$ cat src/hw/quant_pkg.sv
/*
 * shared widths and sizes of the JPEG quantizer stage
 * APB slave state encoding
 */

package quant_pkg;

    // coefficient path
    localparam int COEF_W      = 13;   // signed DCT coefficient in/out
    localparam int MAG_W       = 12;   // magnitude after sign split
    localparam int DC_W        = 9;    // signed block DC offset
    localparam int DC_SHIFT    = 3;    // DC scaled up before restore

    // quantization tables
    localparam int QT_W        = 16;   // reciprocal, 0.16 fixed point
    localparam int TSEL_W      = 3;    // quality table select
    localparam int ROUND_SHIFT = 16;   // product back to integer

    // block geometry
    localparam int BLOCK_SIZE  = 64;   // 8x8 coefficients
    localparam int IDX_W       = 6;    // index inside a block

    // APB slave, reads take one wait cycle
    typedef enum logic {
        APB_IDLE,                      // waiting for an access
        APB_READ_WAIT                  // table read in flight
    } apb_state_e;

endpackage
$ cat src/hw/zigzag_reorder.sv
/*
 * ping-pong block buffer, natural order in, zigzag order out
 * half-size zigzag scan ROM mirrored by complement
 */

`timescale 1ns/1ps

module zigzag_reorder (
    input  logic                                clk,
    input  logic                                rst,
    input  logic signed [quant_pkg::COEF_W-1:0] q,
    input  logic        [quant_pkg::IDX_W-1:0]  q_idx,
    input  logic                                q_valid,
    output logic signed [quant_pkg::COEF_W-1:0] out_data,
    output logic                                out_valid,
    output logic                                out_start
);

    localparam logic [quant_pkg::IDX_W-1:0] LAST_IDX = quant_pkg::IDX_W'(quant_pkg::BLOCK_SIZE - 1);

    logic signed [quant_pkg::COEF_W-1:0] buf_mem [0:2*quant_pkg::BLOCK_SIZE-1];

    logic                         wpage;                          // page being filled
    logic                         rpage;                          // page being scanned
    logic                         wr_last;
    logic                         rd_en;
    logic [quant_pkg::IDX_W-1:0]  rd_cnt;                         // zigzag position m
    logic [quant_pkg::IDX_W-2:0]  rom_a;
    logic [quant_pkg::IDX_W-1:0]  rom_q;
    logic [quant_pkg::IDX_W-1:0]  zz_addr;                        // natural position

    assign wr_last = q_valid && (q_idx == LAST_IDX);

    // scan is point symmetric, second half = 63 - first half reversed
    assign rom_a   = rd_cnt[quant_pkg::IDX_W-1] ? ~rd_cnt[quant_pkg::IDX_W-2:0]
                                                :  rd_cnt[quant_pkg::IDX_W-2:0];
    assign zz_addr = rd_cnt[quant_pkg::IDX_W-1] ? ~rom_q : rom_q;

    always_comb begin
        case (rom_a)
            5'h00: rom_q = 6'd0;
            5'h01: rom_q = 6'd1;
            5'h02: rom_q = 6'd8;
            5'h03: rom_q = 6'd16;
            5'h04: rom_q = 6'd9;
            5'h05: rom_q = 6'd2;
            5'h06: rom_q = 6'd3;
            5'h07: rom_q = 6'd10;
            5'h08: rom_q = 6'd17;
            5'h09: rom_q = 6'd24;
            5'h0a: rom_q = 6'd32;
            5'h0b: rom_q = 6'd25;
            5'h0c: rom_q = 6'd18;
            5'h0d: rom_q = 6'd11;
            5'h0e: rom_q = 6'd4;
            5'h0f: rom_q = 6'd5;
            5'h10: rom_q = 6'd12;
            5'h11: rom_q = 6'd19;
            5'h12: rom_q = 6'd26;
            5'h13: rom_q = 6'd33;
            5'h14: rom_q = 6'd40;
            5'h15: rom_q = 6'd48;
            5'h16: rom_q = 6'd41;
            5'h17: rom_q = 6'd34;
            5'h18: rom_q = 6'd27;
            5'h19: rom_q = 6'd20;
            5'h1a: rom_q = 6'd13;
            5'h1b: rom_q = 6'd6;
            5'h1c: rom_q = 6'd7;
            5'h1d: rom_q = 6'd14;
            5'h1e: rom_q = 6'd21;
            default: rom_q = 6'd28;                                // 5'h1f
        endcase
    end

    always_ff @(posedge clk) begin
        if (q_valid) buf_mem[{wpage, q_idx}] <= q;                 // natural order
        if (rd_en) out_data <= buf_mem[{rpage, zz_addr}];          // data one cycle later
    end

    always_ff @(posedge clk) begin
        if (rst) begin
            wpage     <= 1'b0;
            rpage     <= 1'b0;
            rd_en     <= 1'b0;
            rd_cnt    <= '0;
            out_valid <= 1'b0;
            out_start <= 1'b0;
        end else begin
            if (wr_last) begin
                wpage  <= ~wpage;                                  // next block to other page
                rpage  <= wpage;
                rd_en  <= 1'b1;
                rd_cnt <= '0;
            end else if (rd_en) begin
                rd_en  <= (rd_cnt != LAST_IDX);
                rd_cnt <= rd_cnt + 1'b1;
            end
            out_valid <= rd_en;
            out_start <= rd_en && (rd_cnt == '0);                  // first word, t0+69
        end
    end

    // a full block must not arrive before the previous scan reached its end
    a_no_rd_overlap: assert property (@(posedge clk) disable iff (rst)
        wr_last |-> (!rd_en || (rd_cnt == LAST_IDX)));

endmodule

$ cat config.mk
export PLATFORM = sky130hd
export DESIGN_NAME = zigzag_reorder
export DESIGN_NICKNAME = d
export VERILOG_FILES = /design/src/hw/quant_pkg.sv /design/src/hw/zigzag_reorder.sv
export SDC_FILE = /design/constraint.sdc
export NUM_CORES = 2
export LEC_CHECK = 0
export BUFFER_PORTS_ARGS = -buffer_cell sky130_fd_sc_hd__buf_2
export CAP_MARGIN = 20
export CORE_MARGIN = 2
export CORE_UTILIZATION = 45
export CTS_CLUSTER_DIAMETER = 150
export DETAILED_ROUTE_END_ITERATION = 6
export PLACE_DENSITY_LB_ADDON = 0.1
export RECOVER_POWER = 50
export SETUP_SLACK_MARGIN = 0.05
export SYNTH_ARGS = -nofsm -noshare
export SYNTH_HDL_FRONTEND = slang
export SYNTH_SLANG_ARGS = --single-unit
$ cat constraint.sdc
create_clock -name clk -period 7.4 [get_ports clk]
set_input_delay 0.37 -clock clk [delete_from_list [all_inputs] [get_ports clk]]
set_output_delay 0.37 -clock clk [all_outputs]
set_load 0.01 [all_outputs]
==> key figures <==
Timing
  • Worst-Margin Slew: 5010 ps
  • Final number of setup-violating endpoints: 0
  • Unrepaired setup endpoints after global routing: no
  • Pins Over Slew Limit: 1,740
  • Period utilization: 0.857
  • Fin Setup TNS: 0 ps
  • Minimum clock period: 6340 ps
  • Worst slew margin: -2.34
  • Clk_skew: 44.0 ps
  • Hold Fails Final Rpt: 0
  • FMAX: 0.158 GHz

Global route
  • Total grt overflow: 0
  • Vias in the first global route: 44,363
  • Pin count of the biggest net entering global routing: 117
  • Global-route wire length before repair: 330,000 um
  • Initial antenna violation count: 19
  • GR Util All Layers: 0.282

Clock network
  • CTS tree: yes
  • Root Driver: clkbuf_16
  • CTS resizes: 0
  • Number of H-tree levels: 4
  • Num CTS Buffers: 176
  • Setup repair bufs after CTS: 0
  • Maximum root-to-sink buffer count: 3
  • CTS clk-pin slew, worst paths: 60 ps
  • Clk_lat worst skew: 840 ps
  • Sink Count: 1,688

Placement
  • Port Buffers: 36
  • Placer Congestion: 0.941
  • Placed instance area: 74,500 um^2
  • DP Cell Count: 6,696
  • Final HPWL DP: 140,000 um

Cells and area
  • Layout area overhead: 11.8%
  • FILL cells: 13,280
  • Multi-input logic area: 19,100 um^2
  • Final net count: 4,835
  • Final instance area: 80,000 um^2
  • Final non-filler cell total: 7,026
  • Register Area: 50,600 um^2
  • Layout cells sized above 1: 0.148

Floorplanning
  • Die width: 403 um
  • Number of I/O pins: 37
  • Placement Rows: 146
  • Die Area: 162,000 um^2
  • Die height: 403 um
  • Initial Util: 0.452
  • Core area: 158,000 um^2

Min path
  • Hold crit path type: in -> reg

Logic synthesis
  • Dominant cells by area after synthesis: edfxtp_1 (70%), o22ai_1 (4.6%), mux4_2 (3.1%)
  • Syn Inst Count: 4,764
  • Cell variety after synth: 99
  • Yosys reg bits: 1,688
  • Post-synthesis async set-or-reset flop share: 0
  • Yosys top cell area share: 0.704
  • Mean Syn Cell Area: 15.0 um^2
  • Warning count from the yosys run: 0
  • Syn_nets: 4,791
  • Post-synthesis sequential area ratio: 0.707
  • Mapped Area: 71,600 um^2
  • Synth Flop Type: edfxtp_1
  • Area leader, netlist: edfxtp_1
  • Post-synth EDFFs: 1,677

Setup path
  • Critical path type: in -> reg
  • Critical path required time: 7360 ps
  • Crit-path cells: dlygate4sd3_1 > clkbuf_1 > clkbuf_1
  • CP peak stage delay: 3200 ps
  • Critical path's slowest cell: clkbuf_1
  • Worst setup SP type: input pin
  • Bufs and invs on worst path: 3
  • CP top delay family: buffers and inverters
  • WP data arrival: 6300 ps
  • CP max FO: 76
  • Worst setup EP type: flip-flop
  • Most frequent CP cell: clkbuf_1

Drt
  • Vias/cell: 6.64
  • Via count: 46,677
  • Drt drc: 0
  • Avg WL per Cell: 33.1 um
  • Post-route ant nets: 0
  • DR iter-0 viols: 6,008
  • Final wirelength: 233,000 um
  • DRT Pass-1 Iters: 6

Run status
  • Failing checks: capacitance limit, slew limit
  • Status: finished, violations left

Flow run
  • Max_cap viols: 28

Power
  • VDD IR-drop max: 208 uV
  • PwrDens: 243 nW/um^2
  • Lkg Pwr: 25.5 nW
-- per-stage QoR --
step / power, mW / util / setup WS, ps / hold slack [ps]
2_1_floorplan: 10.8 / - / 2840 / 442
3_3_place_gp: 11.1 / 0.471 / 1810 / 570
3_5_place_dp: 11.1 / 0.471 / 1710 / 575
4_1_cts: 19.6 / 0.506 / 1700 / 25.3
5_1_grt: 19.9 / 0.506 / 944 / 96.6
6_report: 19.5 / 0.506 / 1060 / 85.1
-- layer usage --
layer,vias to the layer above,track usage,part of all wire
li1,19739,-,-
met1,24141,0.396,0.41
met2,2336,0.430,0.46
met3,445,0.0573,0.093
met4,16,0.114,0.042
met5,-,0,0.00053
-- cell usage after synthesis, types with 14 or more instances --
cell / count
o22a_1: 14
a31oi_1: 33
a22oi_1: 15
mux4_2: 98
o2bb2ai_1: 25
buf_2: 137
a2111oi_0: 36
clkbuf_1: 176
nand2_1: 205
edfxtp_1: 1677
o221ai_1: 32
buf_1: 24
buf_4: 30
o32a_1: 15
a221o_1: 42
o22ai_1: 530
o211ai_1: 21
nand3_1: 131
inv_1: 17
nor3_1: 73
o21ai_0: 88
nor2_1: 245
buf_6: 26
nand4_1: 21
a221oi_1: 48
mux2_2: 59
a21oi_1: 278
a21o_1: 15
and3_1: 57
nor4_1: 27
mux2i_1: 177
o41ai_1: 22
o311ai_0: 26
a211oi_1: 93
o21ai_1: 15
-- worst register-to-register path, delay by kind of cell (launching register included) --
| family | cells | cell delay [ps] |
|---|---|---|
| compound gates | 5 | 1280 |
| buf+inv | 3 | 1630 |
| simple gates | 5 | 2160 |
| flops | 1 | 570 |
-- cells by family (layout without fill, tap and decap cells) --
kind of cell / count (synthesis) / count (layout) / synth area share
multiplexers: 334 / 334 / 0.0649
other: 0 / 4 / 0
AND/OR/NAND/NOR: 830 / 830 / 0.0547
buffers and inverters: 421 / 607 / 0.0301
adder cells (fa/ha/maj): 5 / 5 / 0.000874
XOR/XNOR: 9 / 9 / 0.00110
flip-flops: 1688 / 1688 / 0.707
AO/OA/AOI/OAI: 1477 / 1477 / 0.142
-- state kept, by name, indices dropped and copies added, names as in the netlist --
signal     cells
buf_mem     1664
out_data      13
rd_cnt         6
out_start      1
out_valid      1
rd_en          1
rpage          1
wpage          1
-- layout make-up --
class / count / area share
repair buffers: 267 / 0.0268
clock inverters: 102 / 0.0110
clock buffers: 218 / 0.0578
multi-input cells: 2655 / 0.238
well taps: 2072 / 0.0324
flip-flops and latches: 1688 / 0.632
diodes: 4 / 0.000125
inverters: 20 / 0.000970
-- what timing repair did --
action,4_1_cts,5_1_grt
setup endpoints to repair,0,0
hold buffers,4,0
hold endpoints to repair,84,0
-- final timing paths --
path	start	end	slack (ps)	depth (start not counted)
worst max-delay path	q[4]	buf_mem[20][4]	1060	3
worst min-delay path	q_idx[1]	buf_mem[72][3]	90	2
worst max register to register	rd_cnt[5]	out_data[1]	1590	13
worst min register to register	rd_en	out_valid	580	1
-- layout by cell type (no fill, tap or decap), types with 14 or more instances in the layout --
cell type,netlist,layout
a2111oi_0,36,36
a211oi_1,93,93
a21o_1,15,15
a21oi_1,278,277
a221o_1,42,41
a221oi_1,48,48
a22oi_1,15,15
a31oi_1,33,33
and3_1,57,56
buf_12,1,20
buf_2,137,20
buf_4,30,187
clkbuf_1,176,71
clkbuf_16,0,179
clkinv_1,1,50
clkinv_2,0,24
edfxtp_1,1677,1677
inv_1,17,17
mux2_2,59,59
mux2i_1,177,177
mux4_2,98,98
nand2_1,205,204
nand3_1,131,130
nand4_1,21,21
nor2_1,245,190
nor2_2,3,55
nor3_1,73,69
nor4_1,27,27
o211ai_1,21,21
o21ai_0,88,88
o21ai_1,15,14
o221ai_1,32,32
o22a_1,14,14
o22ai_1,530,530
o2bb2ai_1,25,25
o311ai_0,26,26
o32a_1,15,15
o41ai_1,22,22
-- power breakdown --
group | total (mW) | switching (mW) | internal [mW]
clock network | 8.53 | 3.77 | 4.76
registers | 10.6 | 0.0112 | 10.6
logic | 0.343 | 0.291 | 0.0522
Note: power is estimated with default switching activity, not from simulation.
