$ cat src/hw/quant_pkg.sv
/*
 * shared widths and sizes of the JPEG quantizer stage
 * APB slave state encoding
 */

package quant_pkg;

    // coefficient path
    localparam int COEF_W      = 13;   // signed DCT coefficient in/out
    localparam int MAG_W       = 12;   // magnitude after sign split
    localparam int DC_W        = 9;    // signed block DC offset
    localparam int DC_SHIFT    = 3;    // DC scaled up before restore

    // quantization tables
    localparam int QT_W        = 16;   // reciprocal, 0.16 fixed point
    localparam int TSEL_W      = 3;    // quality table select
    localparam int ROUND_SHIFT = 16;   // product back to integer

    // block geometry
    localparam int BLOCK_SIZE  = 64;   // 8x8 coefficients
    localparam int IDX_W       = 6;    // index inside a block

    // APB slave, reads take one wait cycle
    typedef enum logic {
        APB_IDLE,                      // waiting for an access
        APB_READ_WAIT                  // table read in flight
    } apb_state_e;

endpackage
$ cat src/hw/quant_multiplier.sv
/*
 * magnitude times reciprocal, rounding, sign restore
 * index and valid delayed along with the data
 */

`timescale 1ns/1ps

module quant_multiplier (
    input  logic                                clk,
    input  logic                                rst,
    input  logic        [quant_pkg::MAG_W-1:0]  mag,
    input  logic                                neg,
    input  logic        [quant_pkg::QT_W-1:0]   recip,
    input  logic        [quant_pkg::IDX_W-1:0]  idx,
    input  logic                                tbl_valid,
    output logic signed [quant_pkg::COEF_W-1:0] q,
    output logic        [quant_pkg::IDX_W-1:0]  q_idx,
    output logic                                q_valid
);

    localparam int PROD_W = quant_pkg::MAG_W + quant_pkg::QT_W;   // 28 bit product
    localparam int unsigned HALF = 1 << (quant_pkg::ROUND_SHIFT - 1);

    logic [PROD_W-1:0]            prod;                           // stage A
    logic                         neg_a;
    logic [quant_pkg::IDX_W-1:0]  idx_a;
    logic                         valid_a;
    logic [PROD_W:0]              rnd_sum;
    logic [quant_pkg::COEF_W-1:0] rnd_mag;

    always_ff @(posedge clk) begin
        prod  <= mag * recip;
        neg_a <= neg;
        idx_a <= idx;
    end

    assign rnd_sum = {1'b0, prod} + HALF[PROD_W:0];               // add half LSB
    assign rnd_mag = rnd_sum[quant_pkg::ROUND_SHIFT +: quant_pkg::COEF_W];

    always_ff @(posedge clk) begin
        if (neg_a && (rnd_mag != '0)) begin
            q <= -rnd_mag;                                         // sign back on
        end else begin
            q <= rnd_mag;                                          // zero stays positive
        end
        q_idx <= idx_a;
    end

    always_ff @(posedge clk) begin
        if (rst) begin
            valid_a <= 1'b0;
            q_valid <= 1'b0;
        end else begin
            valid_a <= tbl_valid;
            q_valid <= valid_a;                                    // t0+k+4
        end
    end

endmodule

$ cat config.mk
export PLATFORM = sky130hd
export DESIGN_NAME = quant_multiplier
export DESIGN_NICKNAME = d
export VERILOG_FILES = /design/src/hw/quant_pkg.sv /design/src/hw/quant_multiplier.sv
export SDC_FILE = /design/constraint.sdc
export NUM_CORES = 1
export LEC_CHECK = 0
export BUFFER_PORTS_ARGS = -buffer_cell sky130_fd_sc_hd__buf_4
export CAP_MARGIN = 20
export CELL_PAD_IN_SITES_DETAIL_PLACEMENT = 0
export CELL_PAD_IN_SITES_GLOBAL_PLACEMENT = 1
export CORE_ASPECT_RATIO = 1.5
export CORE_UTILIZATION = 43
export DETAILED_ROUTE_END_ITERATION = 10
export PLACE_DENSITY_LB_ADDON = 0.1
export SKIP_CTS_REPAIR_TIMING = 1
export SYNTH_ARGS = -nofsm -noshare
export SYNTH_HDL_FRONTEND = slang
export SYNTH_SLANG_ARGS = --single-unit
$ cat constraint.sdc
create_clock -name clk -period 5.3 [get_ports clk]
set_clock_uncertainty 0.05 [all_clocks]
set_input_delay 0.265 -clock clk [delete_from_list [all_inputs] [get_ports clk]]
set_output_delay 0.265 -clock clk [all_outputs]
set_load 0.02 [all_outputs]
==> flow_summary.json, run 1 <==
{
  "status": "finished clean",
  "setup_viol": 0,
  "io_pins": 58,
  "rsz0062_at_grt": "no",
  "hpwl_mm": 15.06,
  "cts_tree": "built",
  "vias": 5582,
  "synth_cells": 845,
  "cp_data_required_time_ps": 5420,
  "yosys.area_share.xor_xnor_pct": 4.865,
  "mostFrequentLayoutCell": "inv_1",
  "firstDrtPassIters": 4,
  "wl_met2_mm": 9.644,
  "max_slew_margin_pct": 65.24,
  "startpoint": "recip[7]",
  "drive_gt1_share_pct": 10.33,
  "timing.critical_path.to_type": "flip-flop",
  "place_ws_ps": -8.586,
  "grt_pass1_wl_mm": 27.86,
  "cts_made_buffers": 5,
  "layout.nets": 1140,
  "avgSynthCellArea_um2": 8.735,
  "fp.dieH_um": 162.5,
  "worst-r2r-cell-count": 10,
  "drt-met1-wl_mm": 6.445,
  "synth_top_family_by_area": "adder cells",
  "core_area_mm2": 0.01676,
  "hold_viol": 0,
  "yosysWarnings": 0,
  "syn_nets": 1086,
  "final_cell_mix": "inv_1, nand2_1, fa_1",
  "initial_core_util_pct": 44.03,
  "grt_max_degree": 17,
  "clk-insertion-delay-late_ps": 280,
  "tns_ps": 0,
  "synth.distinct_cells": 48,
  "tightest_slew_ps": 508.2,
  "drcViolationCount": 0,
  "ir_drop_v": 0.0003211,
  "holdCritPathClass": "in2reg",
  "criticalPathCategory": "in2reg",
  "muxShareOfSynthArea_pct": 0.4238,
  "synth_edf_count": 0,
  "worst_slack_ps": 224.3,
  "wl_per_cell_um": 15.40,
  "min_from": "idx[1]",
  "antenna_found_initial": 0,
  "wirelength_mm": 17.09,
  "max_freq_mhz": 197.0,
  "synth-async-reset-ratio_pct": 0,
  "synth_fa_ha_area_share_pct": 48.55,
  "place.gp.congestion": 0.8523,
  "synth_sequential_area_ratio_pct": 11.12,
  "clk_pin_slew_ps": 60,
  "viasPerCell": 5.029,
  "reg2reg_to": "q[2]",
  "grt_usage_pct": 20.48,
  "grt_pass1_vias": 5803,
  "hold_path_depth": 1,
  "leakagePower_nw": 4.260,
  "synthSimpleGateAreaFrac_pct": 17.68,
  "final_max_slew_viol_count": 0,
  "path_max_fanout": 12,
  "die_area_mm2": 0.01770,
  "wl_met3_um": 342,
  "drtAntennaViolNets": 0,
  "htreeDepth": 2,
  "cp-start-kind": "input pin",
  "grt-ovfl-total": 0,
  "power_density_mw_per_mm2": 554.5,
  "synth_compound_area_share_pct": 6.238,
  "fp-row-count": 58,
  "cts.path.max_buffers": 2,
  "diodes": 0,
  "r2r-start": "prod[15]",
  "top_layer": "met4",
  "ys_ff_latch": 41,
  "period_needed_ps": 5076,
  "portBuffers": 57,
  "fin_crit_sh_pct": 95.77,
  "drtIter0Drc": 201,
  "die_w_um": 109.0,
  "maxCapViolations": 0,
  "cp.arrival_ps": 5190,
  "whs_ps": 37.06,
  "r2r_slack_ps": 2630,
  "hold_path_end": "idx_a[1]",
  "cts_sinks": 41,
  "synth_ff_type": "dfxtp_1",
  "syn2layout_area_growth_pct": 12.27,
  "root_buffer": "clkbuf_16",
  "syn-cell-area_mm2": 0.007381
}
-- area by class of cell --
type | instances | area [µm²]
Clock buffer | 7 | 142.6
Clock inverter | 1 | 30.03
Fill cell | 1669 | 8477
Inverter | 180 | 675.6
Multi-Input combinational cell | 589 | 5739
Sequential cell | 41 | 820.8
Tap cell | 210 | 262.8
Timing Repair Buffer | 82 | 615.6
-- metrics by stage --
stage          area (µm²)  cells  power (mW)  utilization [%]
2_1_floorplan        7381    845       3.262                -
3_3_place_gp         8114   1102       4.251            48.40
3_5_place_dp         8114   1102       4.285            48.40
4_1_cts              8287   1110       4.658            49.43
5_1_grt              8287   1110       5.140            49.43
6_report             8287   1110       4.595            49.43
-- power breakdown --
group          internal, mW  switching [mW]  leakage [nW]
clock network         0.235           0.107        0.0841
logic                  1.63            2.06          3.83
registers             0.455           0.107         0.345
-- metal layers --
| metal | up-vias | global-route usage, % |
|---|---|---|
| li1 | 2659 | - |
| met1 | 2787 | 22.31 |
| met2 | 106 | 39.91 |
| met3 | 30 | 0.8804 |
| met4 | 0 | 8.722 |
| met5 | - | 0 |
-- worst max-delay path by stage --
stage	endpoint	slack [ps]	depth (start not counted)
finish	prod[27]	220	18
global route	prod[27]	0.8	18
CTS	prod[27]	260	18
detailed placement	prod[27]	-9	18
global placement	prod[27]	40	18
floorplan	prod[26]	150	19
-- logic make-up (layout without fill, tap and decap cells) --
logic type	after synthesis	after routing
AND/OR/NAND/NOR	269	269
adder cells (fa/ha/maj)	203	203
XOR/XNOR	41	41
multiplexers	3	3
buffers and inverters	215	270
flip-flops	41	41
AO/OA/AOI/OAI	73	73
-- synthesized netlist by cell type (2+ instances only) --
cell         n  area (µm²)
mux2i_1      2       20.02
a21oi_1     19       95.09
xor2_1      14       122.6
o22ai_1      2       12.51
nor2b_1      5       31.28
o21a_1       3       22.52
nor2_1      14       52.55
o21ai_1      3       15.01
o211ai_1     2       15.01
nand3_1     10       50.05
nor3_1       8       40.04
clkbuf_1    30       112.6
a31oi_1      2       12.51
nor4b_1      2       17.52
nand4_1      5       31.28
a21o_1       6       45.04
nand4b_1     2       17.52
a2111oi_0    2       17.52
o21ai_0     19       95.09
fa_1       139        2783
buf_4        3       22.52
ha_1        64       800.8
inv_1      180       675.7
dfxtp_1     41       820.8
nand2_1    148       555.5
o31a_1       4       35.03
o31ai_1      2       15.01
and2_1      62       387.9
nor4_1       2       12.51
xnor2_1     27       236.5
a41oi_1      2       17.52
and3_1       5       31.28
-- registers in the layout (all words and copies together) (netlist names) --
register and flops:
prod 13, q 13, idx_a 6, q_idx 6, neg_a 1, q_valid 1, valid_a 1
-- critical path, cell delays in order --
cell	delay, ps
buf_4	170
and2_1	170
fa_1	530
inv_1	50
fa_1	530
inv_1	80
fa_1	510
fa_1	540
inv_1	70
fa_1	540
inv_1	40
ha_1	320
a21oi_1	200
o21ai_0	160
o21a_1	210
a2111oi_0	500
o31a_1	230
xnor2_1	70
No activity file was read; power rests on OpenSTA's default activity.
==> inputs of run 2 (changes only) <==
CORE_ASPECT_RATIO = 0.75   (was 1.5)
SKIP_LAST_GASP = 1   (was not set)
==> run 2 against run 1 <==
Clock-buffer cell count fell by 2. Flip-flop and latch count did not move. Highest routed layer unchanged. Total power fell by 1.1%. Global-route usage rose by 0.31 points. Final area fell by 0.60%. Final cell count fell by 0.18%.
==> flow_summary.json, run 2 (synthesized netlist as in run 1, its figures left out) <==
{
  "maxCapViolations": 0,
  "cts.path.max_buffers": 2,
  "antenna_found_initial": 0,
  "dp.cells": 1100,
  "firstDrtPassIters": 5,
  "initial_core_util_pct": 43.87,
  "drtAntennaViolNets": 0,
  "max_stage_delay_ps": 540,
  "n_fill_cell": 1653,
  "root_buffer": "clkbuf_16",
  "path_max_fanout": 4,
  "stdcell_count": 1108,
  "cp_data_required_time_ps": 5470,
  "cts_tree": "built",
  "total_power_mw": 4.546,
  "die_area_mm2": 0.01770,
  "drtIter0Drc": 235,
  "hold_viol": 0,
  "vias": 5569,
  "core_area_mm2": 0.01683,
  "max_slew_margin_pct": 57.15,
  "grt_usage_pct": 20.80,
  "reg_top3": "prod x13, q x13",
  "setup_viol": 0,
  "multi_input_area_mm2": 0.005758,
  "diodes": 0,
  "clk_pin_slew_ps": 70,
  "mostFrequentLayoutCell": "inv_1",
  "syn2layout_area_growth_pct": 11.60,
  "clk-insertion-delay-late_ps": 290,
  "drive_gt1_share_pct": 9.854,
  "cts_made_buffers": 5,
  "seq_area_um2": 820.8,
  "tightest_slew_ps": 637.0,
  "design_area_mm2": 0.008237,
  "leakagePower_nw": 4.218,
  "die_w_um": 153.3,
  "crit_chain": "buf_4, and2_1, fa_1, inv_1, fa_1, inv_1, fa_1, fa_1, inv_1, fa_1, inv_1, ha_1, nand3_1, a2111oi_0, a21boi_1, o31a_1, nor2_1, o21ai_0, xor2_1",
  "criticalPathCategory": "in2reg",
  "hpwl_mm": 14.12,
  "grt_max_degree": 17,
  "ir_drop_v": 0.0003474,
  "placed_cell_area_mm2": 0.008068,
  "fin_crit_sh_pct": 94.50,
  "cts_sinks": 41,
  "htreeDepth": 2,
  "holdCritPathClass": "in2reg",
  "drcViolationCount": 0,
  "place.gp.congestion": 0.8422,
  "grt-ovfl-total": 0,
  "wirelength_mm": 16.81,
  "cp-start-kind": "input pin",
  "slowest_stage": "fa_1",
  "grt_pass1_wl_mm": 28.84,
  "grt_pass1_vias": 5893,
  "fp.dieH_um": 115.5,
  "post-route-util_pct": 48.95,
  "final_cell_mix": "inv_1, nand2_1, fa_1",
  "max_freq_mhz": 199.7,
  "status": "finished clean",
  "whs_ps": 20.55,
  "final_max_slew_viol_count": 0,
  "wl_per_cell_um": 15.17,
  "portBuffers": 57,
  "rsz0062_at_grt": "no",
  "cp_common_cell": "fa_1",
  "layout.nets": 1133,
  "cp.arrival_ps": 5180,
  "power_density_mw_per_mm2": 551.9,
  "timing.critical_path.to_type": "flip-flop",
  "fp-row-count": 41,
  "period_needed_ps": 5009,
  "viasPerCell": 5.026,
  "io_pins": 58
}
[run 2: cell types whose count changed in the layout (fill, tap and decap cells not counted)]
cell / previous run / this run
clkbuf_1: 1 / 0
a21boi_1: 0 / 1
clkbuf_8: 1 / 0
bufinv_16: 1 / 0
a2111oi_0: 2 / 1
inv_6: 0 / 1
clkinv_4: 0 / 1
a21boi_0: 1 / 0
a2111oi_4: 0 / 1
clkinvlp_4: 0 / 1
buf_4: 82 / 75
[run 2: worst max-delay path: cells and delay by family]
| kind | cells | cell delay (ps) |
|---|---|---|
| AND/OR/NAND/NOR | 3 | 350 |
| buffers and inverters | 5 | 320 |
| adder cells (fa/ha/maj) | 6 | 2930 |
| AO/OA/AOI/OAI | 4 | 1150 |
| XOR/XNOR | 1 | 160 |
[run 2: final timing paths]
| check | from | to | slack (ps) | cells after the start |
|---|---|---|---|---|
| min | idx[4] | idx_a[4] | 20 | 1 |
| max | mag[6] | prod[23] | 290 | 19 |
| max reg2reg | prod[15] | q[2] | 2570 | 10 |
| min reg2reg | idx_a[4] | q_idx[4] | 280 | 0 |
[run 2: power by group]
part           internal, mW  leakage (nW)  switching, mW  total [mW]
clock network         0.177        0.0704          0.135       0.312
logic                  1.57          3.80           2.09        3.67
registers             0.454         0.345          0.114       0.568
[run 2: final cells by class]
cell class / count / share of cell area [%]
Inverter: 180 / 8.203
Tap cell: 215 / 3.266
Sequential cell: 41 / 9.965
Clock buffer: 5 / 1.519
Clock inverter: 3 / 0.3038
Multi-Input combinational cell: 589 / 69.91
Timing Repair Buffer: 75 / 6.836
[run 2: stage by stage]
stage,setup slack [ps],TNS (ps)
after floorplan,152.8,0
after global placement,-613.9,-616.4
after detailed placement,-549.8,-594.4
after CTS,-253.4,-253.4
after global routing,41.01,0
final,291.3,0
[run 2: layer usage]
metal | track usage (%) | vias to the layer above | part of all wire [%]
li1 | - | 2648 | -
met1 | 28.82 | 2806 | 48
met2 | 34.79 | 91 | 46
met3 | 2.954 | 24 | 3.4
met4 | 4.848 | 0 | 2.0
met5 | 0 | - | 0
==> inputs of run 3 (changes only) <==
ABC_AREA = 1   (was not set)
CORE_UTILIZATION = 42   (was 43)
==> run 3 against run 2 <==
First-iteration DRC count increased by 65%. Highest routed layer unchanged. Worst hold slack better by 4.7 ps. Wire length increased by 15%.
==> flow_summary.json, run 3 <==
{
  "status": "finished clean",
  "cts.path.max_buffers": 2,
  "setup_viol": 0,
  "path_max_fanout": 16,
  "place.gp.congestion": 0.9084,
  "yosys-top-cells-area": "fa_1, nand2_1, inv_1",
  "yosys.area_share.xor_xnor_pct": 1.866,
  "vias": 6465,
  "top_layer": "met4",
  "drive_gt1_share_pct": 8.007,
  "holdCritPathClass": "in2reg",
  "tightest_slew_ps": 444.6,
  "timing.critical_path.to_type": "flip-flop",
  "power_density_mw_per_mm2": 584.1,
  "fin_crit_sh_pct": 87.60,
  "synth_ff_type": "dfxtp_1",
  "synthSimpleGateAreaFrac_pct": 23.49,
  "wl_per_cell_um": 14.11,
  "syn_nets": 1338,
  "min_from": "idx[3]",
  "hold_path_depth": 1,
  "synth_cells": 1097,
  "synth.distinct_cells": 29,
  "firstDrtPassIters": 5,
  "layout.nets": 1364,
  "wirelength_mm": 19.34,
  "yosysMostFrequentCell": "nand2_1",
  "initial_core_util_pct": 42.99,
  "synth_sequential_area_ratio_pct": 10.29,
  "die_w_um": 161.2,
  "fp.dieH_um": 121.4,
  "mostFrequentLayoutCell": "nand2_1",
  "ys_ff_latch": 41,
  "max_slew_margin_pct": 70.05,
  "seq_area_um2": 820.8,
  "n_fill_cell": 1937,
  "synth.top_cell.area_share_pct": 34.87,
  "reg_top3": "prod x13, q x13",
  "grt_usage_pct": 22.09,
  "maxCapViolations": 0,
  "ir_drop_v": 0.0003145,
  "synth_top_family_by_area": "adder cells",
  "diodes": 0,
  "synth-async-reset-ratio_pct": 0,
  "viasPerCell": 4.716,
  "max_freq_mhz": 215.4,
  "root_buffer": "clkbuf_16",
  "portBuffers": 57,
  "syn2layout_area_growth_pct": 9.329,
  "avgSynthCellArea_um2": 7.275,
  "slowest_stage": "fa_1",
  "die_area_mm2": 0.01956,
  "max_stage_delay_ps": 560,
  "cts_made_buffers": 5,
  "cp.arrival_ps": 4810,
  "cts_sinks": 41,
  "synth_area_leader_cell": "fa_1",
  "htreeDepth": 2,
  "multi_input_area_mm2": 0.005913,
  "crit_chain": "buf_4, nand2_1, inv_1, fa_1, inv_1, fa_1, inv_1, fa_1, fa_1, inv_1, fa_1, inv_1, ha_1, nand2_1, nor2_1, inv_1, nor3_1, nand3_1, nand3_1, xor2_1",
  "period_needed_ps": 4643,
  "drt-met1-wl_mm": 9.801,
  "final_cell_mix": "nand2_1, inv_1, fa_1",
  "r2r-start": "prod[15]",
  "yosysWarnings": 0,
  "cp_data_required_time_ps": 5470,
  "hold_path_end": "idx_a[3]",
  "drcViolationCount": 0,
  "syn-cell-area_mm2": 0.007980,
  "cp_common_cell": "inv_1",
  "grt-ovfl-total": 0,
  "grt_max_degree": 17,
  "grt_pass1_vias": 6689,
  "synth_fa_ha_area_share_pct": 44.90,
  "final_max_slew_viol_count": 0,
  "cp-start-kind": "input pin",
  "reg2reg_to": "q[1]",
  "synth_edf_count": 0,
  "drtAntennaViolNets": 0,
  "worst-r2r-cell-count": 12,
  "clk-insertion-delay-late_ps": 290,
  "grt_pass1_wl_mm": 33.73,
  "antenna_found_initial": 0,
  "wl_met3_mm": 1.022,
  "criticalPathCategory": "in2reg",
  "rsz0062_at_grt": "no",
  "hold_viol": 0,
  "drtIter0Drc": 388,
  "leakagePower_nw": 5.127,
  "io_pins": 58,
  "clk_pin_slew_ps": 60,
  "synth_compound_area_share_pct": 3.841,
  "wl_met2_mm": 8.347,
  "cts_tree": "built",
  "fp-row-count": 43,
  "netlist_top_cells_count": "nand2_1, inv_1, fa_1",
  "hpwl_mm": 16.55,
  "whs_ps": 25.26,
  "r2r_slack_ps": 3120,
  "tns_ps": 0,
  "total_power_mw": 5.096,
  "core_area_mm2": 0.01856,
  "muxShareOfSynthArea_pct": 0
}
-- run 3: changes by cell type in the layout (fill, tap and decap cells not counted), sizes merged, moves of 4 or more --
| cell | before | now |
|---|---|---|
| inv | 181 | 296 |
| o21bai | 0 | 5 |
| a21oi | 19 | 23 |
| and3 | 5 | 0 |
| buf | 75 | 57 |
| nand3 | 10 | 35 |
| o31a | 4 | 0 |
| nor2 | 14 | 56 |
| and2 | 62 | 1 |
| nand2 | 148 | 337 |
| xnor2 | 27 | 3 |
| nor2b | 6 | 0 |
| o21ai | 22 | 17 |
-- run 3: power breakdown --
part | leakage (nW) | total [mW] | internal (mW) | switching, mW
Combinational | 4.71 | 4.25 | 1.52 | 2.73
Sequential | 0.345 | 0.531 | 0.448 | 0.0827
Clock | 0.0708 | 0.311 | 0.178 | 0.133
Total | 5.13 | 5.10 | 2.15 | 2.95
-- run 3: cell families (layout without fill, tap and decap cells) --
logic type,count (synthesis),in the layout
AOI/OAI and AO/OA,53,53
buffers and inverters,332,359
xor gates and xnor gates,17,17
and+or+nand+nor,451,451
DFF,41,41
adders and majority gates,203,203
-- run 3: worst max-delay path by stage --
stage | from | endpoint | slack [ps]
detailed placement | mag[6] | prod[26] | 410
CTS | mag[6] | prod[26] | 710
floorplan | mag[5] | prod[27] | 540
global placement | mag[11] | prod[23] | 430
finish | mag[11] | prod[23] | 660
global route | mag[11] | prod[23] | 410
-- run 3: cell type report --
type                       instances  area share, %
multi-input combinational        724          67.78
tap                              247          3.542
clock buffer                       5          1.434
inverter                         294          12.65
sequential                        41          9.408
timing repair buffer              57          4.905
clock inverter                     3         0.2868
-- run 3: through the flow --
step	cells	setup WS [ps]	area [µm²]	utilization [%]
2_1_floorplan	1097	538.9	7980	-
3_3_place_gp	1363	430.2	8574	46.19
3_5_place_dp	1363	407.0	8574	46.19
4_1_cts	1371	705.3	8725	47.00
5_1_grt	1371	408.9	8725	47.00
6_report	1371	657.4	8725	47.00
-- run 3: worst max-delay path: cells and delay by family --
| kind | cells | cell delay [ps] |
|---|---|---|
| buffers and inverters | 7 | 500 |
| and+or+nand+nor | 6 | 910 |
| adders and majority gates | 6 | 2980 |
| xor gates and xnor gates | 1 | 140 |
-- run 3: metal layers --
layer | global-route usage, % | up-vias
li1 | - | 3203
met1 | 32.53 | 3106
met2 | 34.99 | 144
met3 | 3.383 | 12
met4 | 2.771 | 0
met5 | 0 | -
