===== src/hw/quant_pkg.sv =====
/*
 * shared widths and sizes of the JPEG quantizer stage
 * APB slave state encoding
 */

package quant_pkg;

    // coefficient path
    localparam int COEF_W      = 13;   // signed DCT coefficient in/out
    localparam int MAG_W       = 12;   // magnitude after sign split
    localparam int DC_W        = 9;    // signed block DC offset
    localparam int DC_SHIFT    = 3;    // DC scaled up before restore

    // quantization tables
    localparam int QT_W        = 16;   // reciprocal, 0.16 fixed point
    localparam int TSEL_W      = 3;    // quality table select
    localparam int ROUND_SHIFT = 16;   // product back to integer

    // block geometry
    localparam int BLOCK_SIZE  = 64;   // 8x8 coefficients
    localparam int IDX_W       = 6;    // index inside a block

    // APB slave, reads take one wait cycle
    typedef enum logic {
        APB_IDLE,                      // waiting for an access
        APB_READ_WAIT                  // table read in flight
    } apb_state_e;

endpackage

===== src/hw/coef_conditioner.sv =====
/*
 * DC restore on coefficient 0, sign/magnitude split
 * two register stages
 */

`timescale 1ns/1ps

module coef_conditioner (
    input  logic                                clk,
    input  logic                                start,   // coefficient 0 here
    input  logic signed [quant_pkg::COEF_W-1:0] coef,
    input  logic signed [quant_pkg::DC_W-1:0]   dc,
    output logic        [quant_pkg::MAG_W-1:0]  mag,
    output logic                                neg
);

    localparam int SUM_W   = quant_pkg::COEF_W + 1;                // headroom for the DC add
    localparam int MAG_MAX = (1 << quant_pkg::MAG_W) - 1;

    logic signed [SUM_W-1:0] coef_ext;
    logic signed [SUM_W-1:0] dc_term;
    logic signed [SUM_W-1:0] sum_s1;                               // stage 1
    logic        [SUM_W-1:0] sum_abs;

    assign coef_ext = {coef[quant_pkg::COEF_W-1], coef};
    assign dc_term  = {{(SUM_W - quant_pkg::DC_W - quant_pkg::DC_SHIFT){dc[quant_pkg::DC_W-1]}},
                       dc, {quant_pkg::DC_SHIFT{1'b0}}};          // dc * 8, sign kept

    always_ff @(posedge clk) begin
        sum_s1 <= coef_ext + (start ? dc_term : {SUM_W{1'b0}});   // only on coef 0
    end

    assign sum_abs = sum_s1[SUM_W-1] ? -sum_s1 : sum_s1;

    always_ff @(posedge clk) begin
        neg <= sum_s1[SUM_W-1];
        mag <= sum_abs[quant_pkg::MAG_W-1:0];                     // upper bits zero by range
    end

    // restored coefficient must fit the 12 bit magnitude path
    a_sum_range: assert property (@(posedge clk)
        !$isunknown(sum_s1) |-> ((sum_s1 >= -MAG_MAX) && (sum_s1 <= MAG_MAX)));

endmodule


===== config.mk =====
export PLATFORM = sky130hd
export DESIGN_NAME = coef_conditioner
export DESIGN_NICKNAME = d
export VERILOG_FILES = /design/src/hw/quant_pkg.sv /design/src/hw/coef_conditioner.sv
export SDC_FILE = /design/constraint.sdc
export NUM_CORES = 1
export LEC_CHECK = 0
export ABC_CLOCK_PERIOD_IN_PS = 2800
export BUFFER_PORTS_ARGS = -buffer_cell sky130_fd_sc_hd__buf_2
export CORE_UTILIZATION = 45
export CTS_CLUSTER_SIZE = 20
export DETAILED_ROUTE_END_ITERATION = 16
export PLACE_DENSITY = 0.71
export SETUP_SLACK_MARGIN = 0.5
export SYNTH_ARGS = -nofsm -noshare
export SYNTH_HDL_FRONTEND = slang
export SYNTH_SLANG_ARGS = --single-unit

===== constraint.sdc =====
create_clock -name clk -period 2.8 [get_ports clk]
set_input_delay 0.28 -clock clk [delete_from_list [all_inputs] [get_ports clk]]
set_output_delay 0.28 -clock clk [all_outputs]
set_load 0.1 [all_outputs]

==> results of run 1 <==
-- state kept, by name (all words and copies together) (netlist names) --
name and flops:
mag 12, neg 1, sum_s1 13
-- power breakdown --
group,internal [uW],switching (uW)
Combinational,120,449
Sequential,446,43.5
Clock,50.2,89.4
-- cells in the mapped netlist --
master / count / area [um^2]
a211oi_1: 2 / 15.0
a21boi_0: 1 / 7.51
a21oi_1: 3 / 15.0
a31o_2: 1 / 8.76
and2_1: 8 / 50.1
clkbuf_1: 1 / 3.75
dfxtp_1: 26 / 521
fa_1: 1 / 20.0
ha_1: 11 / 138
inv_1: 9 / 33.8
mux2i_1: 1 / 10.0
nand2_1: 8 / 30.0
nand2b_1: 4 / 25.0
nand3_1: 2 / 10.0
nand3b_1: 1 / 7.51
nor2_1: 8 / 30.0
nor2_2: 1 / 6.26
nor3_1: 1 / 5.00
nor4_2: 1 / 12.5
o211ai_1: 1 / 7.51
o21a_1: 1 / 7.51
o21ai_0: 5 / 25.0
o21bai_1: 2 / 15.0
o221ai_1: 1 / 8.76
o31ai_1: 3 / 22.5
o31ai_2: 1 / 12.5
o41ai_1: 1 / 8.76
o41ai_4: 1 / 27.5
or2_4: 1 / 8.76
xnor2_1: 14 / 123
xor2_1: 1 / 8.76
-- worst max-delay path, stage by stage --
cell and delay [ps]:
buf_2 150, and2_1 140, ha_1 170, inv_1 60
fa_1 380, nand2b_1 200, a211oi_1 310, o221ai_1 210
nand3b_1 110, mux2i_1 60
-- cells by family (layout without fill, tap and decap cells) --
logic type               count (synthesis)  in the layout
AO/OA/AOI/OAI                           23             23
XOR/XNOR                                15             15
buffers and inverters                   10             48
multiplexers                             1              1
adder cells (fa/ha/maj)                 12             12
AND/OR/NAND/NOR                         35             35
flip-flops                              26             26
-- area by class of cell --
type | instances | area (um^2)
clock buffer | 3 | 22.5
fill | 233 | 1060
inverter | 9 | 33.8
multi-input combinational | 86 | 666
sequential | 26 | 520
tap | 30 | 37.5
timing repair buffer | 36 | 180
-- through the flow --
step	instances	area, um^2	hold WS [ps]
global placement	187	1440	378
finish	190	1460	74.2
detailed placement	187	1440	376
global route	190	1460	53.0
CTS	190	1460	63.0
floorplan	122	1220	308
-- worst paths after layout --
path	to	depth (start not counted)	slack, ps	from
worst max-delay path	sum_s1[13]	10	920	start
worst min-delay path	sum_s1[0]	1	70	coef[0]
worst min register to register	mag[0]	0	390	sum_s1[0]
worst max register to register	mag[8]	6	1470	sum_s1[0]
-- routing by layer --
layer / global-route usage, % / vias up / wire [um]
met5: 0 / - / 0
met4: 10.3 / 0 / 43
met3: 0.847 / 4 / 62
met2: 27.4 / 24 / 952
met1: 15.7 / 412 / 806
li1: - / 491 / -
==> summary.txt, run 1 <==
Synth
  • Synth Area in XOR/XNOR: 10.7%
  • Cell variety after synth: 31
  • Sequential-to-total area share from yosys stat: between 40% and 50%
  • Largest family of logic cells by synthesized area: simple AND/OR/NAND/NOR gates
  • Area fraction in compound gates after synthesis: around 15%
  • Adder-cell share of the synthesized area: between 10 and 15%
  • Syn Nets: around 160
  • Ys Warns: 0
  • Syn_area_per_cell: 10.0 um^2
  • Synthesized flop and latch total: 26
  • Netlist Area Pre-Place: 1220 um^2
  • Multiplexer area fraction after synthesis: 0.818%
  • Post-synthesis simple-gate area fraction: roughly 15%
  • Synth Instances: approximately 120

Finish
  • Layout area overhead: 19.3%
  • Commonest non-fill, non-tap cell in the layout: buf_2
  • Final core occ: 57.9%
  • Fin nets: between 150 and 200
  • Share of cells above drive strength 1: roughly 28%
  • Most frequent cells in the layout: 36 x buf_2, 26 x dfxtp_1, 14 x xnor2_1
  • Ant diodes: 0

Timing
  • Post-route setup TNS: 0 ps
  • Worst-Margin Slew: around 500 ps
  • Setup Skew: about 0.40 ps
  • Min Tclk post-route: 1880 ps
  • Setup ws final: between 900 and 1000 ps
  • Final period util: between 60% and 70%
  • Slew HR: between 60% and 70%
  • Final Slew Violations: 0
  • RSZ-0062 raised after global routing: no
  • Final hold vios: 0
  • Final setup viols: 0
  • Max Fclk: 532 MHz

Floorplan
  • Die H: approximately 54 um
  • Full die area: roughly 3000 um^2
  • IO Pins: 37
  • CORE AREA: about 2500 um^2
  • Row cnt: 18
  • Die width: 54.1 um
  • Initial core utilization: 48.5%

Power
  • Lkg Pwr: between 0.0006 and 0.0007 uW
  • Cell area power density: approximately 820 nW/um^2
  • Maximum vdd drop: between 0.0006 and 0.0007 V
  • Total Power: approximately 1200 uW

Critical path
  • Crit start category: primary input
  • Worst path required time: 3000 ps
  • CP arrival: ~2100 ps
  • CP max FO: 9
  • Worst setup path category: in -> reg
  • Crit path capture type: register

Placed design
  • Post-place setup slack: 594 ps
  • IO buf count: 36
  • Placer Congestion: 0.755
  • DP HPWL: 1.58 mm

CTS
  • Longest Clk Path Bufs: 2
  • Post-CTS Hold Buffers: 0
  • CTS tree: done
  • H-tree lvl count: 1
  • Clk_lat worst skew: approximately 300 ps
  • Worst-path clk slew: between 100 and 150 ps
  • Setup Buffers After CTS: 0
  • TritonCTS Buffers: 3
  • Clock Tree Root: clkbuf_4
  • CTS sink count: 26
  • Cts repair resizes: 0

GRT
  • Vias in the first global route: 799
  • Grt ovf: 0
  • First-pass GRT wire length: roughly 3.1 mm
  • Antenna violations before repair: 0
  • Largest net degree at the start of global routing: 14
  • Total track usage: roughly 15%

Outcome
  • Status: completed

Run
  • MaxCap Viol Count: 0

Detailed routing
  • DRC marker count from the first detailed-route iteration: 5
  • Routed via count: between 900 and 1k
  • Pre-Repair DR Iteration Count: 2
  • Post-route ant nets: 0
  • Vias per cell: between 4 and 5
  • Drt wl/cell: 9.82 um
  • WL final: 1.87 mm
  • Residual DRC: 0

Worst hold path
  • Hold Path Class: in -> reg
Power figures use the tool's default switching activity.
==> run 2, diff against run 1 <==
--- a/config.mk
+++ b/config.mk
@@ -5,12 +5,13 @@
 export SDC_FILE = /design/constraint.sdc
 export NUM_CORES = 1
 export LEC_CHECK = 0
-export ABC_CLOCK_PERIOD_IN_PS = 2800
+export ABC_AREA = 1
+export ABC_CLOCK_PERIOD_IN_PS = 1800
 export BUFFER_PORTS_ARGS = -buffer_cell sky130_fd_sc_hd__buf_2
 export CORE_UTILIZATION = 45
 export CTS_CLUSTER_SIZE = 20
 export DETAILED_ROUTE_END_ITERATION = 16
-export PLACE_DENSITY = 0.71
+export PLACE_DENSITY = 0.7
 export SETUP_SLACK_MARGIN = 0.5
 export SYNTH_ARGS = -nofsm -noshare
 export SYNTH_HDL_FRONTEND = slang
==> constraint.sdc (replaced) <==
create_clock -name clk -period 1.8 [get_ports clk]
set_input_delay 0.18 -clock clk [delete_from_list [all_inputs] [get_ports clk]]
set_output_delay 0.18 -clock clk [all_outputs]
set_load 0.1 [all_outputs]
==> run 2 against run 1 <==
Net effect:
- the run now ends with DRC left
- count of clock-buffer cells in the layout increased by 1
- wire length increased by 16%
- via count increased by 26%
- clock power increased by 98%
- global-route usage about the same
- hold slack improved by 47 ps
- sequential cell count unchanged
- register-to-register slack got worse by 860 ps
- design area increased by 14%
- setup slack got worse by 350 ps
- critical path depth decreased by 9
- die area increased by 12%
- highest routed layer unchanged
==> summary.txt, run 2 <==
Synth
  • Yosys top cell by area: dfxtp_1 (unchanged)
  • Syn_area_per_cell: 7.22 um^2 (was 10.0 um^2)
  • Main synth FF type: dfxtp_1 (unchanged)
  • Most common cell in the synthesized netlist: nand2_1 (was dfxtp_1)
  • Area share of the largest cell type after synthesis: 38.0% (was 42.5%)
  • Synthesized flop and latch total: 26 (unchanged)
  • Ys Warns: 0 (unchanged)
  • Syn Nets: 226 (was 158)
  • Netlist Area Pre-Place: 1370 um^2 (was 1220 um^2)
  • Post-synth EDFFs: 0 (unchanged)
  • Cell variety after synth: 23 (was 31)
  • Top cells by area, synth: dfxtp_1 38%, nand2_1 16%, ha_1 10%, inv_1 9.3%, nand3_1 6.9% (was dfxtp_1 43%, ha_1 11%, xnor2_1 10%, and2_1 4.1%, inv_1 2.8%)
  • Synth Instances: 190 (was 122)
  • Most common library cells after synthesis: 60 x nand2_1, 34 x inv_1, 26 x dfxtp_1 (was 26 x dfxtp_1, 14 x xnor2_1, 11 x ha_1)
  • Asr flop ratio synth: 0% (unchanged)
  • Sequential-to-total area share from yosys stat: 38.0% (was 42.5%)

Finish
  • Design Area, Final: 1660 um^2 (was 1460 um^2)
  • Layout area overhead: 21.1% (was 19.3%)
  • Fillers: 290 (was 233)
  • Most frequent cells in the layout: 60 x nand2_1, 35 x buf_2, 32 x inv_1 (was 36 x buf_2, 26 x dfxtp_1, 14 x xnor2_1)
  • Max reg flops: 13 (unchanged)
  • Ant diodes: 0 (unchanged)
  • Most flops, register: sum_s1 (unchanged)
  • Fin nets: 268 (was 198)
  • Commonest non-fill, non-tap cell in the layout: nand2_1 (was buf_2)
  • Reg area: 520 um^2 (unchanged)
  • Multi-input logic area: 713 um^2 (was 666 um^2)
  • Finished Layout Cells: 262 (was 190)
  • Biggest regs: sum_s1: 13 flops, mag: 12 flops, neg: 1 flops (unchanged)
  • Share of cells above drive strength 1: 23.8% (was 28.1%)

Timing
  • Final hold vios: 0 (unchanged)
  • Slew HR: 67.9% (was 67.8%)
  • Setup Skew: 4.97 ps (was 0.399 ps)
  • Final period util: 68.4%
  • Post-route setup TNS: 0 ps (unchanged)
  • Worst-Margin Slew: 485 ps (was 486 ps)
  • RSZ-0062 raised after global routing: no (unchanged)
  • Min Tclk post-route: ~1200 ps
  • Max Fclk: approximately 810 MHz
  • Final Slew Violations: 0 (unchanged)
  • Final setup viols: 0 (unchanged)

Power
  • Seq pwr share: 37.8% (was 40.9%)
  • Maximum vdd drop: 0.000347 V (was 0.000612 V)
  • Net Sw Frac: 48.9% (was 48.5%)
  • P_int: 1000 uW (was 617 uW)
  • Power share of the combinational group: 48.1% (was 47.5%)
  • Cell area power density: 1180 nW/um^2 (was 821 nW/um^2)
  • Psw: 957 uW (was 582 uW)
  • Clock Power Share: 14.1% (was 11.6%)
  • Lkg Pwr: 0.000976 uW (was 0.000673 uW)

Floorplan
  • Die width: 57.2 um (was 54.1 um)
  • IO Pins: 37 (unchanged)
  • Full die area: 3270 um^2 (was 2930 um^2)
  • Die H: 57.2 um (was 54.1 um)
  • CORE AREA: 2830 um^2 (was 2520 um^2)
  • Initial core utilization: 48.5% (about the same)
  • Row cnt: 19 (was 18)

CTS
  • Clk_lat worst skew: 310 ps (was 300 ps)
  • Longest Clk Path Bufs: 2 (unchanged)
  • Setup Buffers After CTS: 0 (unchanged)
  • Clock Tree Root: clkbuf_4 (unchanged)
  • TritonCTS Buffers: 3 (unchanged)
  • CTS sink count: 26 (unchanged)
  • CTS tree: done (unchanged)
  • Worst-path clk slew: 130 ps (was 110 ps)
  • H-tree lvl count: 1 (unchanged)

Critical path
  • CP arrival: 1050 ps (was 2080 ps)
  • Worst path cell trace: buf_2 (was buf_2, and2_1, ha_1, inv_1, fa_1, nand2b_1, a211oi_1, o221ai_1, nand3b_1, mux2i_1)
  • Worst path required time: 1620 ps (was 3000 ps)
  • Slowest stage cell on the critical path: buf_2 (was fa_1)
  • Crit path capture type: output port (was register)
  • Worst path top cell family by delay: buffers and inverters (was adder cells)
  • Worst Path Buf+Inv: 1 (was 2)
  • CP max FO: 1 (was 9)
  • Worst setup path category: reg -> out (was in -> reg)
  • CP max stage delay: 410 ps (was 380 ps)
  • Crit start category: register (was primary input)

Placed design
  • Placed Instances: 255 (was 187)
  • Area after DPL: 1590 um^2 (was 1440 um^2)
  • DP HPWL: 1.84 mm (was 1.58 mm)
  • IO buf count: 36 (unchanged)
  • Placer Congestion: 0.766 (was 0.755)

GRT
  • Antenna violations before repair: 0 (unchanged)
  • Total track usage: 14.8% (about the same)
  • Largest net degree at the start of global routing: 15 (was 14)
  • Vias in the first global route: 993 (was 799)
  • First-pass GRT wire length: 3.86 mm (was 3.11 mm)
  • Grt ovf: 0 (unchanged)

Detailed routing
  • Vias per cell: 4.49 (was 4.90)
  • Pre-Repair DR Iteration Count: 10 (was 2)
  • Post-route ant nets: 0 (unchanged)
  • Routed via count: 1,177 (was 931)
  • Drt wl/cell: 8.24 um (was 9.82 um)
  • Residual DRC: 5 (was 0)
  • DRC marker count from the first detailed-route iteration: 16 (was 5)
  • WL final: 2.16 mm (was 1.87 mm)

Outcome
  • Status: finished with violations (was completed)
  • Failing checks: DRC

Worst hold path
  • Hold Path Class: in -> reg (unchanged)

Run
  • MaxCap Viol Count: 0 (unchanged)
-- run 2: cells by family (layout without fill, tap and decap cells) --
kind of cell,count (synthesis),count (layout),share of synthesized area [%]
XOR/XNOR,10,10,6.39
AO/OA/AOI/OAI,10,10,4.65
buffers and inverters,39,80,10.8
AND/OR/NAND/NOR,93,93,28.7
adder cells (fa/ha/maj),12,12,11.5
flip-flops,26,26,38.0
-- run 2: cell type report --
cell class	count	share of cell area [%]
Clock buffer	4	2.19
Inverter	37	8.36
Timing Repair Buffer	39	12.8
Tap cell	31	2.34
Sequential cell	26	31.3
Multi-Input combinational cell	125	43.0
-- run 2: repair_timing --
action / 4_1_cts / 5_1_grt
setup endpoints to repair: 0 / 2
hold buffers: 3 / 0
gates resized for setup: 0 / 2
endpoints found under the hold margin: 3 / 0
-- run 2: worst paths after layout --
path | start | endpoint | slack [ps] | cells past startpoint
max | mag[4] | mag[4] | 570 | 1
min | coef[3] | sum_s1[3] | 120 | 2
max reg2reg | sum_s1[0] | mag[10] | 610 | 8
min reg2reg | sum_s1[0] | mag[0] | 400 | 0
-- run 2: through the flow --
stage / hold WS (ps) / utilization (%) / worst slack, ps / power (uW)
after floorplan: 208 / - / 376 / 1560
after global placement: 282 / 56.3 / 264 / 1690
after detailed placement: 285 / 56.3 / 223 / 1690
after CTS: 119 / 58.6 / 554 / 1970
after global routing: 105 / 58.7 / 500 / 2070
final: 121 / 58.7 / 569 / 1960
-- run 2: routing by layer --
layer  global-route usage [%]  up-vias  share of wire [%]
met4                     7.32        0                1.9
met2                     25.7       34                 46
li1                         -      660                  -
met3                     1.36        4                4.3
met5                        0        -                  0
met1                     18.5      479                 48
-- run 2: power by group through the flow --
stage               sequential [uW]  clock (uW)  combinational (uW)
finish                          740         277                 941
floorplan                      1310           0                 249
global route                    754         316                 999
CTS                             741         286                 944
detailed placement              755           0                 939
global placement                753           0                 932
==> run 3, diff against run 2 <==
--- a/config.mk
+++ b/config.mk
@@ -5,13 +5,13 @@
 export SDC_FILE = /design/constraint.sdc
 export NUM_CORES = 1
 export LEC_CHECK = 0
-export ABC_AREA = 1
-export ABC_CLOCK_PERIOD_IN_PS = 1800
+export ABC_AREA = 0
+export ABC_CLOCK_PERIOD_IN_PS = 1270
 export BUFFER_PORTS_ARGS = -buffer_cell sky130_fd_sc_hd__buf_2
 export CORE_UTILIZATION = 45
 export CTS_CLUSTER_SIZE = 20
 export DETAILED_ROUTE_END_ITERATION = 16
-export PLACE_DENSITY = 0.7
+export PLACE_DENSITY = 0.71
 export SETUP_SLACK_MARGIN = 0.5
 export SYNTH_ARGS = -nofsm -noshare
 export SYNTH_HDL_FRONTEND = slang
==> constraint.sdc (replaced) <==
create_clock -name clk -period 1.27 [get_ports clk]
set_input_delay 0.127 -clock clk [delete_from_list [all_inputs] [get_ports clk]]
set_output_delay 0.127 -clock clk [all_outputs]
set_load 0.1 [all_outputs]
==> run 3 against run 2 <==
Net effect:
- the run ends with setup timing left
- clock skew rose by 7.2 ps
- sequential cell count stayed put
- wire length grew 80%
- combinational power up 110%
- power increased by 80%
- count of clock-buffer cells in the layout did not move
- design area grew 37%
- utilization up 32 points
- via count grew 0.59%
- critical path type is now in -> reg
- critical endpoint is now sum_s1[13]
==> summary.txt, run 3 (synthesis results as in run 1) <==
Outcome
  • Failing checks: setup timing (was DRC)
  • Status: finished with violations (unchanged)

Critical path
  • Worst setup path category: in -> reg (was reg -> out)
  • Worst path required time: 1480 ps (was 1620 ps)
  • CP max stage delay: 350 ps (was 410 ps)
  • Slowest stage cell on the critical path: fa_2 (was buf_2)
  • CP max FO: 3 (was 1)
  • Crit start category: primary input (was register)
  • Crit path capture type: register (was output port)
  • Worst path top cell family by delay: adder cells (was buffers and inverters)
  • Worst path cell trace: buf_8, and2_4, ha_4, inv_2, fa_2, nand2b_4, a211oi_4, o221ai_2, nand3b_1, mux2i_1 (was buf_2)
  • CP arrival: 1640 ps (was 1050 ps)
  • Worst Path Buf+Inv: 2 (was 1)

GRT
  • Total track usage: 23.2% (was 14.8%)
  • Vias in the first global route: 1,113 (was 993)
  • Grt ovf: 0 (unchanged)
  • Largest net degree at the start of global routing: 15 (unchanged)
  • Antenna violations before repair: 0 (unchanged)
  • First-pass GRT wire length: 4.86 mm (was 3.86 mm)

Floorplan
  • Row cnt: 18 (was 19)
  • Die width: 54.1 um (was 57.2 um)
  • Full die area: 2930 um^2 (was 3270 um^2)
  • Die H: 54.1 um (was 57.2 um)
  • CORE AREA: 2520 um^2 (was 2830 um^2)
  • IO Pins: 37 (unchanged)
  • Initial core utilization: 48.5% (about the same)

Detailed routing
  • Pre-Repair DR Iteration Count: 4 (was 10)
  • DRC marker count from the first detailed-route iteration: 16 (unchanged)
  • WL final: 3.89 mm (was 2.16 mm)
  • Vias per cell: 5.19 (was 4.49)
  • Routed via count: 1,184 (was 1,177)
  • Post-route ant nets: 0 (unchanged)
  • Drt wl/cell: 17.1 um (was 8.24 um)
  • Residual DRC: 0 (was 5)

Placed design
  • Post-place setup slack: -450 ps (was 223 ps)
  • DP HPWL: 1.90 mm (was 1.84 mm)
  • IO buf count: 36 (unchanged)
  • Area after DPL: 1740 um^2 (was 1590 um^2)
  • Placer Congestion: 0.822 (was 0.766)
  • Placed Instances: 207 (was 255)

Worst hold path
  • Hold Path Class: in -> reg (unchanged)

CTS
  • Clk_lat worst skew: 330 ps (was 310 ps)
  • Longest Clk Path Bufs: 2 (unchanged)
  • CTS tree: done (unchanged)
  • TritonCTS Buffers: 3 (unchanged)
  • Clock Tree Root: clkbuf_4 (unchanged)
  • H-tree lvl count: 1 (unchanged)
  • Worst-path clk slew: 140 ps (was 130 ps)
  • CTS sink count: 26 (unchanged)

Finish
  • Biggest regs: sum_s1: 13 flops, mag: 12 flops, neg: 1 flops (unchanged)
  • Fin nets: 235 (was 268)
  • Ant diodes: 0 (unchanged)
  • Commonest non-fill, non-tap cell in the layout: buf_4 (was nand2_1)
  • Max reg flops: 13 (unchanged)
  • Layout area overhead: 86.1% (was 21.1%)
  • Most flops, register: sum_s1 (unchanged)
  • Fillers: 102 (was 290)
  • Most frequent cells in the layout: 28 x buf_4, 21 x buf_2, 14 x dfxtp_2 (was 60 x nand2_1, 35 x buf_2, 32 x inv_1)
  • Finished Layout Cells: 228 (was 262)
  • Share of cells above drive strength 1: 71.2% (was 23.8%)
  • Design Area, Final: 2280 um^2 (was 1660 um^2)

Timing
  • RSZ-0062 raised after global routing: yes (was no)
  • Setup ws final: -159 ps (was 569 ps)
  • Slew HR: 79.1% (was 67.9%)
  • Setup Skew: 12.1 ps (was 4.97 ps)
  • Max Fclk: 700 MHz
  • Final hold vios: 0 (unchanged)
  • Final Slew Violations: 0 (unchanged)
  • Min Tclk post-route: 1430 ps
  • Final setup viols: 7 (was 0)
  • Final period util: 113%
  • Worst-Margin Slew: 310 ps (was 485 ps)

Power
  • Total Power: 3530 uW (was 1960 uW)
  • Lkg Pwr: 0.00100 uW (was 0.000976 uW)
  • Cell area power density: 1550 nW/um^2 (was 1180 nW/um^2)
  • Maximum vdd drop: 0.00183 V (was 0.000347 V)

Run
  • MaxCap Viol Count: 0 (unchanged)
==> run 3: changes by cell type in the layout (fill, tap and decap cells not counted), sizes merged, moves of 6 or more <==
cell | previous run | this run
xor2 | 7 | 1
nand2 | 61 | 8
nand3 | 20 | 2
buf | 36 | 70
xnor2 | 3 | 14
inv | 37 | 9
and2 | 0 | 8
==> run 3: worst paths after layout <==
kind                    from          to  slack (ps)  cells past startpoint
hold reg to reg   sum_s1[11]     mag[11]         440                      1
hold / removal       coef[3]   sum_s1[3]          60                      2
setup / recovery       start  sum_s1[13]        -160                     10
setup reg to reg   sum_s1[1]      mag[8]         -90                      6
==> run 3: stage by stage <==
| stage | hold slack [ps] | utilization, % | TNS (ps) |
|---|---|---|---|
| finish | 56.7 | 90.3 | -468 |
| global route | 44.3 | 90.3 | -729 |
| CTS | 49.8 | 84.8 | -105 |
| detailed placement | 235 | 68.9 | -2150 |
| global placement | 229 | 68.9 | -2050 |
| floorplan | 155 | - | -573 |
==> run 3: layout make-up <==
class	count	area [um^2]	area share [%]
repair buffers	73	699	30.7
multi-input cells	86	925	40.6
inverters	9	36.3	1.59
flip-flops and latches	26	553	24.3
well taps	30	37.5	1.65
clock buffers	4	26.3	1.15
==> run 3: metal layers <==
metal	wire length, um	share of wire (%)	track usage, %
met5	0	0	0
met4	110	2.8	9.83
met3	120	3.1	1.41
met2	2150	55	44.1
met1	1510	39	26.1
==> run 3: where the power goes <==
| group | internal, uW | switching, uW |
|---|---|---|
| registers | 1020 | 162 |
| logic | 810 | 1170 |
| clock network | 123 | 242 |
| total | 1950 | 1580 |
==> run 3: what timing repair did <==
item                                    in CTS  in global routing
gates resized for setup                     76                 19
gates cloned                                 0                  0
hold endpoints to repair                     3                  0
endpoints found under the setup margin      33                 33
pin swaps                                   11                 17
buffers inserted                             8                  6
hold buffers                                 3                  0
